File: src/design/conv_pkg.sv
package conv_pkg;

	// layer geometry
	localparam int IMG_SIZE = 6;
	localparam int KSIZE = 3;
	localparam int OUT_SIZE = IMG_SIZE - KSIZE + 1;
	localparam int NUM_UNITS = 2;

	localparam int PIX_W = 16; // pixels and weights, signed
	localparam int ACC_W = 32; // results wrap here

	localparam int OUT_CREDITS = 4;

	localparam int KTAPS = KSIZE * KSIZE;
	localparam int LINE_LEN = (KSIZE - 1) * IMG_SIZE + KSIZE; // two rows plus three taps

	// counter widths
	localparam int POS_W = $clog2(IMG_SIZE);
	localparam int CRED_W = $clog2(OUT_CREDITS + 1);
	localparam int RES_W = $clog2(OUT_SIZE * OUT_SIZE);

	typedef enum logic [1:0] {
		st_idle,
		st_load,
		st_stream,
		st_drain
	} ctrl_state_t;

endpackage

File: src/design/host_pkg.sv
package host_pkg;

	typedef enum logic [1:0] {
		op_nop,
		op_write_param,
		op_start
	} host_op_t;

	// parameter memory map
	localparam int PARAM_ADDR_W = 5;
	localparam int PARAM_WORDS = 32;
	localparam int UNIT_STRIDE = 16; // one block per unit
	localparam int BIAS_OFFSET = 9; // weights sit at 0..8, row-major

	// offset field of an address within a unit block
	localparam int SLOT_W = $clog2(UNIT_STRIDE);

endpackage

File: src/design/conv_ctrl.sv
`timescale 1ns/1ns

module conv_ctrl (
	input  logic clk,
	input  logic rst_n,
	input  logic start,
	output logic ld_req,
	output logic [host_pkg::PARAM_ADDR_W-1:0] ld_addr,
	input  logic ld_gnt,
	input  logic rd_pending,
	output logic ld_valid,
	output logic [host_pkg::PARAM_ADDR_W-1:0] ld_idx,
	input  logic pix_valid,
	output logic pix_ready,
	output logic shift_en,
	output logic win_valid,
	input  logic res_valid,
	input  logic credit_return,
	output logic start_ok,
	output logic busy,
	output logic frame_done
);
	import conv_pkg::*;
	import host_pkg::*;

	ctrl_state_t state;
	logic [POS_W-1:0] row;
	logic [POS_W-1:0] col;
	logic [CRED_W-1:0] credits;
	logic [RES_W-1:0] res_cnt;
	logic at_window;
	logic take_credit;
	logic last_load;

	assign start_ok = (state == st_idle);
	assign busy = (state != st_idle);
	assign ld_valid = rd_pending; // read data is back this cycle

	// offered pixel closes a 3x3 window
	assign at_window = (row >= POS_W'(KSIZE-1)) && (col >= POS_W'(KSIZE-1));
	assign pix_ready = (state == st_stream) && !(at_window && credits == '0);
	assign shift_en = pix_valid && pix_ready;
	assign take_credit = shift_en && at_window;
	assign last_load = ld_addr == PARAM_ADDR_W'((NUM_UNITS-1)*UNIT_STRIDE + BIAS_OFFSET);

	always_ff @(posedge clk) begin
		if (!rst_n) begin
			state <= st_idle;
			ld_req <= 1'b0;
			ld_addr <= '0;
			row <= '0;
			col <= '0;
			frame_done <= 1'b0;
		end else begin
			frame_done <= 1'b0;
			case (state)
				st_idle: begin
					if (start) begin
						state <= st_load;
						ld_req <= 1'b1;
						ld_addr <= '0;
						row <= '0;
						col <= '0;
					end
				end
				st_load: begin
					if (ld_gnt) begin
						if (last_load)
							ld_req <= 1'b0;
						else if (ld_addr[SLOT_W-1:0] == SLOT_W'(BIAS_OFFSET))
							ld_addr <= ld_addr + PARAM_ADDR_W'(UNIT_STRIDE - BIAS_OFFSET);
						else
							ld_addr <= ld_addr + 1'b1;
					end
					if (!ld_req && rd_pending)
						state <= st_stream; // last word lands this edge
				end
				st_stream: begin
					if (shift_en) begin
						if (col == POS_W'(IMG_SIZE-1)) begin
							col <= '0;
							row <= row + 1'b1;
							if (row == POS_W'(IMG_SIZE-1))
								state <= st_drain;
						end else begin
							col <= col + 1'b1;
						end
					end
				end
				st_drain: begin
					if (res_valid && res_cnt == RES_W'(OUT_SIZE*OUT_SIZE - 1)) begin
						state <= st_idle;
						frame_done <= 1'b1;
					end
				end
				default: state <= st_idle;
			endcase
		end
	end

	always_ff @(posedge clk) begin
		if (ld_gnt)
			ld_idx <= ld_addr; // tag for the returning word
	end

	always_ff @(posedge clk) begin
		if (!rst_n) begin
			win_valid <= 1'b0;
			res_cnt <= '0;
		end else begin
			win_valid <= take_credit;
			if (start && state == st_idle)
				res_cnt <= '0;
			else if (res_valid)
				res_cnt <= res_cnt + 1'b1;
		end
	end

	// credit reserved at acceptance, never above the grant
	always_ff @(posedge clk) begin
		if (!rst_n)
			credits <= CRED_W'(OUT_CREDITS);
		else if (take_credit && !credit_return)
			credits <= credits - 1'b1;
		else if (!take_credit && credit_return && credits != CRED_W'(OUT_CREDITS))
			credits <= credits + 1'b1;
	end

endmodule

File: config.mk
export PLATFORM = sky130hd
export DESIGN_NAME = conv_ctrl
export DESIGN_NICKNAME = d
export VERILOG_FILES = /design/src/design/conv_pkg.sv /design/src/design/host_pkg.sv /design/src/design/conv_ctrl.sv
export SDC_FILE = /design/constraint.sdc
export NUM_CORES = 1
export LEC_CHECK = 0
export BUFFER_PORTS_ARGS = -buffer_cell sky130_fd_sc_hd__buf_2
export CAP_MARGIN = 20
export CORE_AREA = 10 10 79 81
export CTS_CLUSTER_DIAMETER = 60
export DETAILED_ROUTE_END_ITERATION = 12
export DIE_AREA = 0 0 89 91
export PLACE_DENSITY_LB_ADDON = 0.15
export SLEW_MARGIN = 10
export SYNTH_ARGS = -nofsm -noshare
export SYNTH_HDL_FRONTEND = slang
export SYNTH_SLANG_ARGS = --single-unit
File: constraint.sdc
create_clock -name clk -period 3.2 [get_ports clk]
set_clock_uncertainty 0.2 [all_clocks]
set_input_delay 0.16 -clock clk [delete_from_list [all_inputs] [get_ports clk]]
set_output_delay 0.16 -clock clk [all_outputs]
set_load 0.02 [all_outputs]
# After elaboration in Yosys (flattened, before gate mapping)
# Index checks and enable logic that the tools add are counted.
# classes
n_addsub,7
multipliers,0
n_div,0
order_cmp,2
n_eq_ne,18
shifts,0
n_mux,26
bitwise,1
reduce_logical,28
# op_table
operator,n
3-bit two-way mux,7
5-bit two-way mux,4
"2-bit != test, second input constant",7
2-bit two-way mux,6
3-bit one-hot mux with 2 select lines,2
4-bit AND reduction,3
1-bit logical AND,11
5-bit one-hot mux with 2 select lines,1
"3-bit by 1-bit adder with 3-bit output, second input constant",3
"4-bit equality test, second input constant",2
2-bit one-hot mux with 4 select lines,1
2-bit nonzero test,4
"3-bit equality test, second input constant",2
"3-bit by 2-bit greater-or-equal comparator with 1-bit output, second input constant",2
6-bit AND reduction,1
"5-bit by 1-bit adder with 5-bit output, second input constant",1
"5-bit by 3-bit adder with 5-bit output, second input constant",1
"5-bit equality test, second input constant",1
"4-bit by 1-bit adder with 4-bit output, second input constant",1
"2-bit equality test, second input constant",2
1-bit logical NOT,4
1-bit two-way mux,4
"2-bit by 1-bit != test with 1-bit output, second input constant",2
3-bit logical NOT,1
9 further kinds,9
# word_totals
reg_bits,28
latchBits,0
ramBits,0
mem_bits_ro,0
inputBits,8
output_inout_bits,18
elab_cells,92
n_memories,0

# Longest topological paths before layout
# Gate-level depths: netlist of the first run.
# logic_depth
word_depth,12
ltp_mapped,10

# Least setup slack after synthesis of the first run
# No wires, ideal clock.
# synth_timing
path_type,register to register
start,reg row[1]
end,reg credits[2]
setup_time_ps,82
arrival_ps,2164
required_time_ps,2918
setup_slack_ps,754
stages_incl_launch_ff,8
path_buffers,0
path_cell_list,dfxtp_1 ha_1 o32ai_2 nor4_1 inv_1 fa_1 or4b_1 o2111ai_1
# synth_via
elab_chain_cells,11
word_cells_on_any_way,13
classes_between,1 x order compare; 1 x mux; 11 x reduce/logical
# synth_rtl
item,line,rtl
"start, declared",conv_ctrl.sv:27,logic [POS_W-1:0] row;
"start signal, assigned",conv_ctrl.sv:82,row <= row + 1'b1;
3-bit by 2-bit greater-or-equal comparator with 1-bit output (*),conv_ctrl.sv:40,assign at_window = (row >= POS_W'(KSIZE-1)) && (col >= POS_W'(KSIZE-1));
1-bit logical AND (*),conv_ctrl.sv:40,
1-bit logical AND,conv_ctrl.sv:41,assign pix_ready = (state == st_stream) && !(at_window && credits == '0);
1-bit logical NOT,conv_ctrl.sv:41,
1-bit logical AND,conv_ctrl.sv:41,
1-bit logical AND,conv_ctrl.sv:42,assign shift_en = pix_valid && pix_ready;
1-bit logical AND (*),conv_ctrl.sv:43,assign take_credit = shift_en && at_window;
1-bit logical NOT,conv_ctrl.sv:125,else if (!take_credit && credit_return && credits != CRED_W'(OUT_CREDITS))
1-bit logical AND (2 in a row),conv_ctrl.sv:125,
2-bit nonzero test (no source line),n/a,
"end signal, assigned",conv_ctrl.sv:122,credits <= CRED_W'(OUT_CREDITS);
"end signal, assigned",conv_ctrl.sv:124,credits <= credits - 1'b1;
"end signal, assigned",conv_ctrl.sv:126,credits <= credits + 1'b1;
"end, declared",conv_ctrl.sv:29,logic [CRED_W-1:0] credits;
# Mark *: on every way between the ends. The rest lies on a longest branch, timed or not.
# A chain may end at the register's enable or synchronous reset.

# Worst setup path after layout of the first run
# Same ends and word-level chain as after synthesis.

==> flow_summary_export.csv, run 1 <==
group,metric,value,unit
setup_path,r2r-end,"credits[2]",
layout,nNetsFinal,215,
power_and_ir_drop,share_seq_of_total_power,40.5,%
timing,hold_viol_final,0,
setup_path,startpoint,"row[1]",
run,cap_violations,0,
clock_network,clk_pin_slew,0.09,ns
floorplan,rows,25,
timing,holdWs,0.02426,ns
logic_synthesis,synth_cell_types,45,
timing,maxSlewHeadroom,65.22,%
clock_network,htree_levels,1,
logic_synthesis,synth_compound_area_share,21.54,%
power_and_ir_drop,p_sw_share,39.45,%
logic_synthesis,synthSimpleGateAreaFrac,19.34,%
grt,grt_max_degree,16,
clock_network,cts_buffers,3,
timing,slew_violations,0,
logic_synthesis,ys_seq_area_share,38.36,%
logic_synthesis,synth_edf_count,5,
place,numPortBuffers,25,
layout,diodes,0,
grt,grt_first_pass_wirelength,5.802,mm
layout,areaGrowthSynthToFinish,14.86,%
clock_network,clkSinkCount,28,
drt,drt_iter0_drc,69,
logic_synthesis,yosys.area.top_type_share,28.93,%
layout,design_area,1828,µm²
setup_path,r2r_start,"row[1]",
drt,drt-wirelength-per-cell,13.96,µm
logic_synthesis,yosys_warnings,0,
logic_synthesis,synth_top_family_by_area,"compound AO/OA/AOI/OAI gates",
layout,final_common_cell,"buf_2",
layout,final_cells,248,
drt,route.antenna.remaining_nets,0,
drt,vias,1333,
layout,layout_common_cells,"buf_2, dfxtp_1, inv_1, nor2_1, nand2_1",
drt,routed_wl,3.463,mm
setup_path,required,3.19,ns
logic_synthesis,synth-xor-area-share,2.752,%
clock_network,cts_hold_buf,1,
power_and_ir_drop,p_per_area,561.1,nW/µm²
logic_synthesis,ys_ff_latch,28,
setup_path,rr_worst_depth,7,
place,dp.cells,243,
power_and_ir_drop,intPower,0.0006211,W
logic_synthesis,async_flop_share,0,%
power_and_ir_drop,comb_power_share,40.5,%
grt,antenna_found_initial,0,
timing,max_freq,374.0,MHz
floorplan,die_h,91,µm
logic_synthesis,synth_nets,186,
floorplan,fp.dieW,89,µm
timing,grt_setup_unrepaired,"no",
worst_hold_path,holdPathStages,1,
place,placed_area,1773,µm²
place,dpl.hpwl,2.737,mm
floorplan,pin_count,26,
logic_synthesis,netlist_instances,166,
timing,min_period_over_period,83.56,%
grt,grt_usage,8.703,%
place,routabilityCongestion,0.7961,
clock_network,ctsLongestPathBuffers,2,
clock_network,cts_root_buffer,"clkbuf_8",
power_and_ir_drop,p_leak,0.7133,nW
clock_network,cts_setup_buffers,0,
clock_network,cts-resized-gates,0,
timing,tightest_slew,0.5206,ns
power_and_ir_drop,max-vdd-ir-drop,0.0002153,V
setup_path,crit_path_max_fanout,6,
drt,drt-vias-per-instance,5.375,
drt,drc,0,
logic_synthesis,syn_area,1592,µm²
logic_synthesis,yosys-top-cells-area,"dfxtp_1, edfxtp_1, ha_1",
setup_path,start_kind,"register",
logic_synthesis,avgSynthCellArea,9.588,µm²
logic_synthesis,synth_fa_ha_area_share,10.38,%
clock_network,clock_latency,0.27,ns
outcome,status,"finished clean",
logic_synthesis,muxShareOfSynthArea,3.145,%
power_and_ir_drop,pwr-share-clk,19.1,%
grt,grt_pass1_vias,1287,
clock_network,cts_tree,"built",
setup_path,crit_end,"credits[2]",
setup_path,criticalPathCategory,"register to register",
timing,finalSetupViolations,0,
floorplan,core-area,4661,µm²
worst_hold_path,min-delay-path-class,"input pin to register",
floorplan,die_area,8099,µm²
grt,overflow,0,
logic_synthesis,yosysTopAreaCell,"dfxtp_1",
layout,fillCellCount,464,
layout,seq_area,610.6,µm²
layout,drive_above_1_share,18.56,%
logic_synthesis,synthFlopType,"dfxtp_1",
setup_path,timing.critical_path.arrival,2.67,ns
power_and_ir_drop,p_sw,0.0004046,W
setup_path,rrSetupSlack,0.53,ns
timing,finalSetupTns,0,ns
drt,firstDrtPassIters,4,
layout,multi_input_area,909.6,µm²
setup_path,end_kind,"register",
floorplan,initial_utilization,34.15,%
timing,finalCriticalPeriod,2.674,ns
==> power by group through the flow <==
stage | combinational, W | sequential [W] | clock [W]
finish | 0.000415 | 0.000415 | 0.000196
global route | 0.000464 | 0.000422 | 0.000226
CTS | 0.000417 | 0.000416 | 0.000208
detailed placement | 0.000414 | 0.000424 | 0
global placement | 0.000407 | 0.000421 | 0
floorplan | 0.000288 | 0.000433 | 0
==> synth_stat cells (4+ instances only) <==
master	number
ha_1	10
o21ai_0	8
a32o_1	4
nor2_1	16
dfxtp_1	23
nand2_1	14
a21oi_1	9
edfxtp_1	5
mux2i_1	5
inv_1	16
==> area by class of cell <==
type / count / share of cell area (%)
sequential: 28 / 33.40
multi-input combinational: 120 / 49.76
timing repair buffer: 26 / 7.392
tap: 54 / 3.696
clock buffer: 4 / 2.464
inverter: 16 / 3.285
==> logic make-up (layout without fill, tap and decap cells) <==
logic type	count (synthesis)	in the layout
DFF	28	28
muxes	5	5
AOI/OAI and AO/OA	44	44
buffers and inverters	18	46
xor gates and xnor gates	5	5
and+or+nand+nor	54	54
adders and majority gates	12	12
==> worst max-delay path, cell delays in order (launching register included) <==
cell       delay [ns]
dfxtp_1          0.46
ha_1             0.25
o32ai_2          0.13
nor4_1           0.40
inv_1            0.10
fa_1             0.43
or4b_1           0.51
o2111ai_1        0.12
==> state kept, by name, indices dropped and copies added (netlist names), 2 cells and up <==
register,cells
ld_idx,5
state,2
row,3
ld_addr,5
res_cnt,4
credits,3
col,3
==> layer usage <==
layer  part of all wire [%]  global-route usage [%]  up-vias
li1                       -                       -      661
met1                     44                   10.22      639
met2                     49                   14.83       29
met3                    5.7                   2.145        4
met4                    1.0                   3.050        0
met5                      0                       0        -
==> per-stage QoR <==
| step | setup slack, ns | util (%) | power [W] |
|---|---|---|---|
| after floorplan | 0.7541 | - | 0.0007206 |
| after global placement | 0.6538 | 38.04 | 0.0008281 |
| after detailed placement | 0.5551 | 38.04 | 0.0008381 |
| after CTS | 0.5247 | 39.22 | 0.001040 |
| after global routing | 0.3668 | 39.22 | 0.001112 |
| final | 0.5262 | 39.22 | 0.001026 |
==> worst min path at each step <==
stage                         start          to  slack [ns]
after floorplan              ld_gnt   ld_idx[0]        0.07
after global placement    res_valid  res_cnt[0]        0.27
after detailed placement  res_valid  res_cnt[0]        0.28
after CTS                    ld_gnt   ld_idx[4]        0.02
after global routing         ld_gnt   ld_idx[4]        0.02
final                        ld_gnt   ld_idx[3]        0.02
(Power assumes the default switching activity.)
==> run 2: changes to the inputs <==
Clock period 3.2 ns to 2.48 ns, I/O delays scaled along.
==> run 2 against run 1 <==
Final cell count is 4.8% higher; hold slack worse by 0.0054 ns; non-clock buffer count is 12 higher; critical endpoint unchanged; register-to-register slack worse by 0.44 ns.
==> flow_summary_export.csv, run 2 (synthesis results as in run 1) <==
group,metric,value,unit
place,routabilityCongestion,0.8263,
power_and_ir_drop,p_sw,0.0005511,W
power_and_ir_drop,max-vdd-ir-drop,0.0002658,V
floorplan,initial_utilization,34.15,%
layout,final_util,41.69,%
drt,drt-wirelength-per-cell,14.92,µm
outcome,status,"finished clean",
drt,drc,0,
power_and_ir_drop,pwr-share-clk,18.7,%
grt,grt_usage,10.06,%
grt,grt_use_met3,2.324,%
grt,antenna_found_initial,0,
grt,grtUsageMet1,11.67,%
setup_path,r2r-end,"credits[2]",
power_and_ir_drop,comb_power_share,42.3,%
floorplan,pin_count,26,
place,dp.cells,253,
timing,tightest_slew,0.5378,ns
setup_path,startpoint,"state[0]",
setup_path,end_kind,"register",
drt,routed_wl,3.878,mm
timing,finalSetupTns,0,ns
drt,drt_iter0_drc,61,
layout,largestRegisters,"ld_addr (5), ld_idx (5), res_cnt (4)",
layout,areaGrowthSynthToFinish,22.09,%
grt,met2_usage,17.51,%
setup_path,r2r_start,"state[0]",
worst_hold_path,min-delay-path-class,"input pin to register",
setup_path,start_kind,"register",
timing,finalCriticalPeriod,2.399,ns
layout,final_cells,260,
grt,grt_first_pass_wirelength,6.693,mm
layout,fillCellCount,460,
layout,final_common_cell,"buf_2",
timing,finalSetupViolations,0,
clock_network,cts_buffers,3,
power_and_ir_drop,p_leak,0.7750,nW
power_and_ir_drop,p_per_area,706.1,nW/µm²
grt,overflow,0,
clock_network,ctsLongestPathBuffers,2,
place,placed_area,1848,µm²
floorplan,die_area,8099,µm²
timing,min_period_over_period,96.72,%
drt,firstDrtPassIters,4,
setup_path,timing.critical_path.arrival,2.38,ns
clock_network,clkSinkCount,28,
drt,vias,1367,
setup_path,crit_path_max_fanout,4,
grt,grt_max_degree,16,
layout,design_area,1943,µm²
clock_network,clk_pin_slew,0.10,ns
timing,slew_violations,0,
timing,max_freq,416.9,MHz
clock_network,clock_latency,0.27,ns
setup_path,rr_worst_depth,8,
place,dpl.hpwl,2.981,mm
timing,hold_viol_final,0,
layout,nNetsFinal,227,
floorplan,die_h,91,µm
drt,route.antenna.remaining_nets,0,
clock_network,cts_root_buffer,"clkbuf_8",
clock_network,cts_tree,"built",
place,numPortBuffers,25,
layout,layout_common_cells,"buf_2, dfxtp_1, nor2_1",
power_and_ir_drop,p_sw_share,40.17,%
layout,multi_input_area,932.1,µm²
setup_path,rrSetupSlack,0.08,ns
place,dpl_worst_slack,-0.01190,ns
clock_network,htree_levels,1,
grt,grt_pass1_vias,1434,
power_and_ir_drop,share_seq_of_total_power,38.9,%
floorplan,fp.dieW,89,µm
timing,maxSlewHeadroom,64.08,%
floorplan,core-area,4661,µm²
layout,drive_above_1_share,25.24,%
floorplan,rows,25,
setup_path,required,2.46,ns
run,cap_violations,0,
timing,fin_ws,0.08138,ns
grt,busiest_layer,"met2",
setup_path,crit_end,"credits[2]",
drt,drt-vias-per-instance,5.258,
layout,seq_area,610.6,µm²
layout,diodes,0,
power_and_ir_drop,intPower,0.0008209,W
setup_path,criticalPathCategory,"register to register",
-- run 2: cell count changes in the layout (fill, tap and decap cells not counted), sizes merged --
cell         delta
dlygate4sd3     +1
buf            +11
-- run 2: layer usage --
layer | routed length [µm] | vias to the layer above
li1 | - | 683
met1 | 1618 | 652
met2 | 1979 | 28
met3 | 242 | 4
met4 | 37 | 0
met5 | 0 | -
-- run 2: timing repair --
action,in CTS,in global routing
endpoints found under the hold margin,8,0
pin swaps,0,1
gates resized for setup,1,5
endpoints found under the setup margin,1,1
hold buffers,2,0
buffers inserted,0,1
-- run 2: through the flow --
step	power, W	hold slack (ns)
final	0.001372	0.01885
after CTS	0.001381	0.01670
after detailed placement	0.001109	0.2392
after global routing	0.001480	0.02917
after global placement	0.001088	0.2305
after floorplan	0.0009298	0.03650
-- run 2: power groups by stage --
stage          clock network [W]  registers, W  logic [W]
2_1_floorplan                  0      0.000558   0.000372
4_1_cts                 0.000275      0.000533   0.000573
6_report                0.000257      0.000534   0.000581
3_5_place_dp                   0      0.000543   0.000566
5_1_grt                 0.000294      0.000540   0.000646
3_3_place_gp                   0      0.000539   0.000549
-- run 2: worst max-delay path: stages (launching register included) --
cell and delay [ns]:
dfxtp_1 0.35, inv_2 0.08, ha_2 0.19, nand2_2 0.08, nor4_4 0.28, inv_1 0.09
fa_2 0.37, or4b_1 0.53, o2111ai_1 0.14
-- run 2: worst min path at each step --
stage / start / slack (ns) / cells past startpoint / end
after floorplan: ld_gnt / 0.04 / 0 / ld_idx[0]
after global routing: rst_n / 0.03 / 2 / credits[2]
after detailed placement: res_valid / 0.24 / 3 / res_cnt[0]
after global placement: res_valid / 0.23 / 3 / res_cnt[0]
final: rst_n / 0.02 / 3 / frame_done
after CTS: rst_n / 0.02 / 3 / frame_done
-- run 2: final cells by class --
class	instances	share of cell area [%]
timing repair buffer	38	11.72
clock buffer	4	2.318
tap	54	3.477
inverter	16	3.091
multi-input combinational	120	47.97
sequential	28	31.42
==> run 3: changes to the inputs <==
Settings changed: CORE_AREA 10 10 79 81 to 10 10 65 67, DIE_AREA 0 0 89 91 to 0 0 75 77.
==> run 3 against run 2 <==
Combinational power is essentially flat; final cell count shrank 7.3%; flip-flop and latch count is the same; hold slack gained 0.021 ns; non-clock buffer count grew 2; die area shrank 29%; critical path type unchanged; largest cell class unchanged; largest power group unchanged; highest routed layer unchanged.
==> flow_summary_export.csv, run 3 (synthesis results as in run 1) <==
group,metric,value,unit
layout,drive_above_1_share,25.96,%
setup_path,criticalPathCategory,"register to register",
grt,overflow,0,
power_and_ir_drop,p_total,0.001310,W
timing,slew_violations,0,
place,routabilityCongestion,0.8285,
drt,routed_wl,3.548,mm
setup_path,crit_path_max_fanout,4,
layout,largestRegisters,"ld_addr (5), ld_idx (5), res_cnt (4)",
drt,drt-vias-per-instance,5.772,
layout,layout_common_cells,"buf_2, dfxtp_1, inv_1, nor2_1, nand2_1",
grt,grt_first_pass_wirelength,6.058,mm
run,cap_violations,0,
floorplan,fp.dieW,75,µm
drt,vias,1391,
timing,finalCriticalPeriod,2.398,ns
setup_path,required,2.54,ns
floorplan,pin_count,26,
setup_path,crit_buf_inv,2,
drt,drt_iter0_drc,128,
layout,final_common_cell,"buf_2",
clock_network,clock_latency,0.33,ns
layout,final_util,64.71,%
clock_network,clk_pin_slew,0.14,ns
timing,tightest_slew,0.5058,ns
timing,hold_viol_final,0,
place,dp.cells,231,
clock_network,cts_tree,"built",
setup_path,end_kind,"register",
grt,grt_max_degree,16,
layout,design_area,1927,µm²
power_and_ir_drop,p_leak,0.7800,nW
worst_hold_path,min-delay-path-class,"input pin to register",
layout,diodes,0,
setup_path,start_kind,"register",
layout,final_cells,241,
setup_path,critPathTopFamily,"simple AND/OR/NAND/NOR gates",
setup_path,rrSetupSlack,0.08,ns
setup_path,timing.critical_path.arrival,2.46,ns
clock_network,htree_levels,1,
drt,drc,0,
power_and_ir_drop,p_per_area,679.6,nW/µm²
place,dpl.hpwl,2.687,mm
outcome,status,"finished clean",
timing,finalSetupTns,0,ns
drt,route.antenna.remaining_nets,0,
setup_path,crit_path_frequent_cell,"inv_1",
floorplan,rows,20,
clock_network,clkSinkCount,28,
floorplan,die_area,5775,µm²
place,placed_area,1814,µm²
setup_path,max_stage_delay,0.52,ns
power_and_ir_drop,max-vdd-ir-drop,0.0004168,V
floorplan,core-area,2978,µm²
place,numPortBuffers,25,
timing,maxSlewHeadroom,66.22,%
layout,areaGrowthSynthToFinish,21.07,%
timing,min_period_over_period,96.67,%
floorplan,die_h,77,µm
drt,firstDrtPassIters,4,
timing,max_freq,417.1,MHz
layout,nNetsFinal,229,
grt,antenna_found_initial,0,
layout,fillCellCount,258,
grt,grt_usage,12.79,%
clock_network,ctsLongestPathBuffers,2,
drt,drt-wirelength-per-cell,14.72,µm
setup_path,cp_cell_sequence,"inv_1 -> ha_2 -> nand2_2 -> nor4_4 -> inv_1 -> fa_2 -> or4b_1 -> o2111ai_2",
setup_path,cp_slowest_cell,"or4b_1",
clock_network,cts_root_buffer,"clkbuf_4",
timing,finalSetupViolations,0,
floorplan,initial_utilization,53.45,%
grt,grt_pass1_vias,1369,
clock_network,cts_buffers,3,
-- run 3: per-stage QoR --
step | setup WS (ns) | hold slack [ns]
after floorplan | 0.03407 | 0.03650
after global placement | 0.07688 | 0.2365
after detailed placement | -0.008503 | 0.2481
after CTS | 0.04120 | 0.02001
after global routing | -0.03218 | 0.02285
final | 0.08247 | 0.03982
-- run 3: worst reg2reg max path, stage by stage (launching register included) --
cell       delay [ns]
dfxtp_2          0.35
inv_1            0.10
ha_2             0.22
nand2_2          0.08
nor4_4           0.28
inv_1            0.10
fa_2             0.39
or4b_1           0.52
o2111ai_2        0.09
-- run 3: path summary, 6_finish.rpt --
path                              endpoint  startpoint  cells after the start
worst max register to register  credits[2]    state[0]                      8
worst min register to register    state[1]    state[1]                      2
worst max-delay path            credits[2]    state[0]                      8
worst min-delay path             win_valid   pix_valid                      4
-- run 3: layout make-up --
| cell class | instances | area, µm² | share of cell area [%] |
|---|---|---|---|
| multi-input combinational | 120 | 938.4 | 48.70 |
| timing repair buffer | 40 | 247.7 | 12.86 |
| sequential | 28 | 613.1 | 31.82 |
| tap | 33 | 41.29 | 2.143 |
| clock inverter | 1 | 3.754 | 0.1948 |
| inverter | 16 | 60.06 | 3.117 |
| clock buffer | 3 | 22.52 | 1.169 |
-- run 3: power breakdown --
group | switching, W | total [W] | internal [W]
logic | 0.000369 | 0.000582 | 0.000214
registers | 0.0000307 | 0.000535 | 0.000504
clock network | 0.000133 | 0.000192 | 0.0000591
-- run 3: what timing repair did --
item | 4_1_cts | 5_1_grt
hold buffers | 4 | 0
pin swaps | 0 | 3
endpoints found under the hold margin | 12 | 0
resized for setup | 1 | 7
buffers inserted | 0 | 2
gates cloned | 0 | 0
endpoints found under the setup margin | 1 | 1
-- run 3: routing by layer --
metal | vias up | track usage (%) | wire [µm]
met5 | - | 0 | 0
met4 | 0 | 3.977 | 34
met3 | 4 | 3.089 | 248
met2 | 35 | 20.86 | 1678
met1 | 657 | 15.84 | 1587
li1 | 695 | - | -
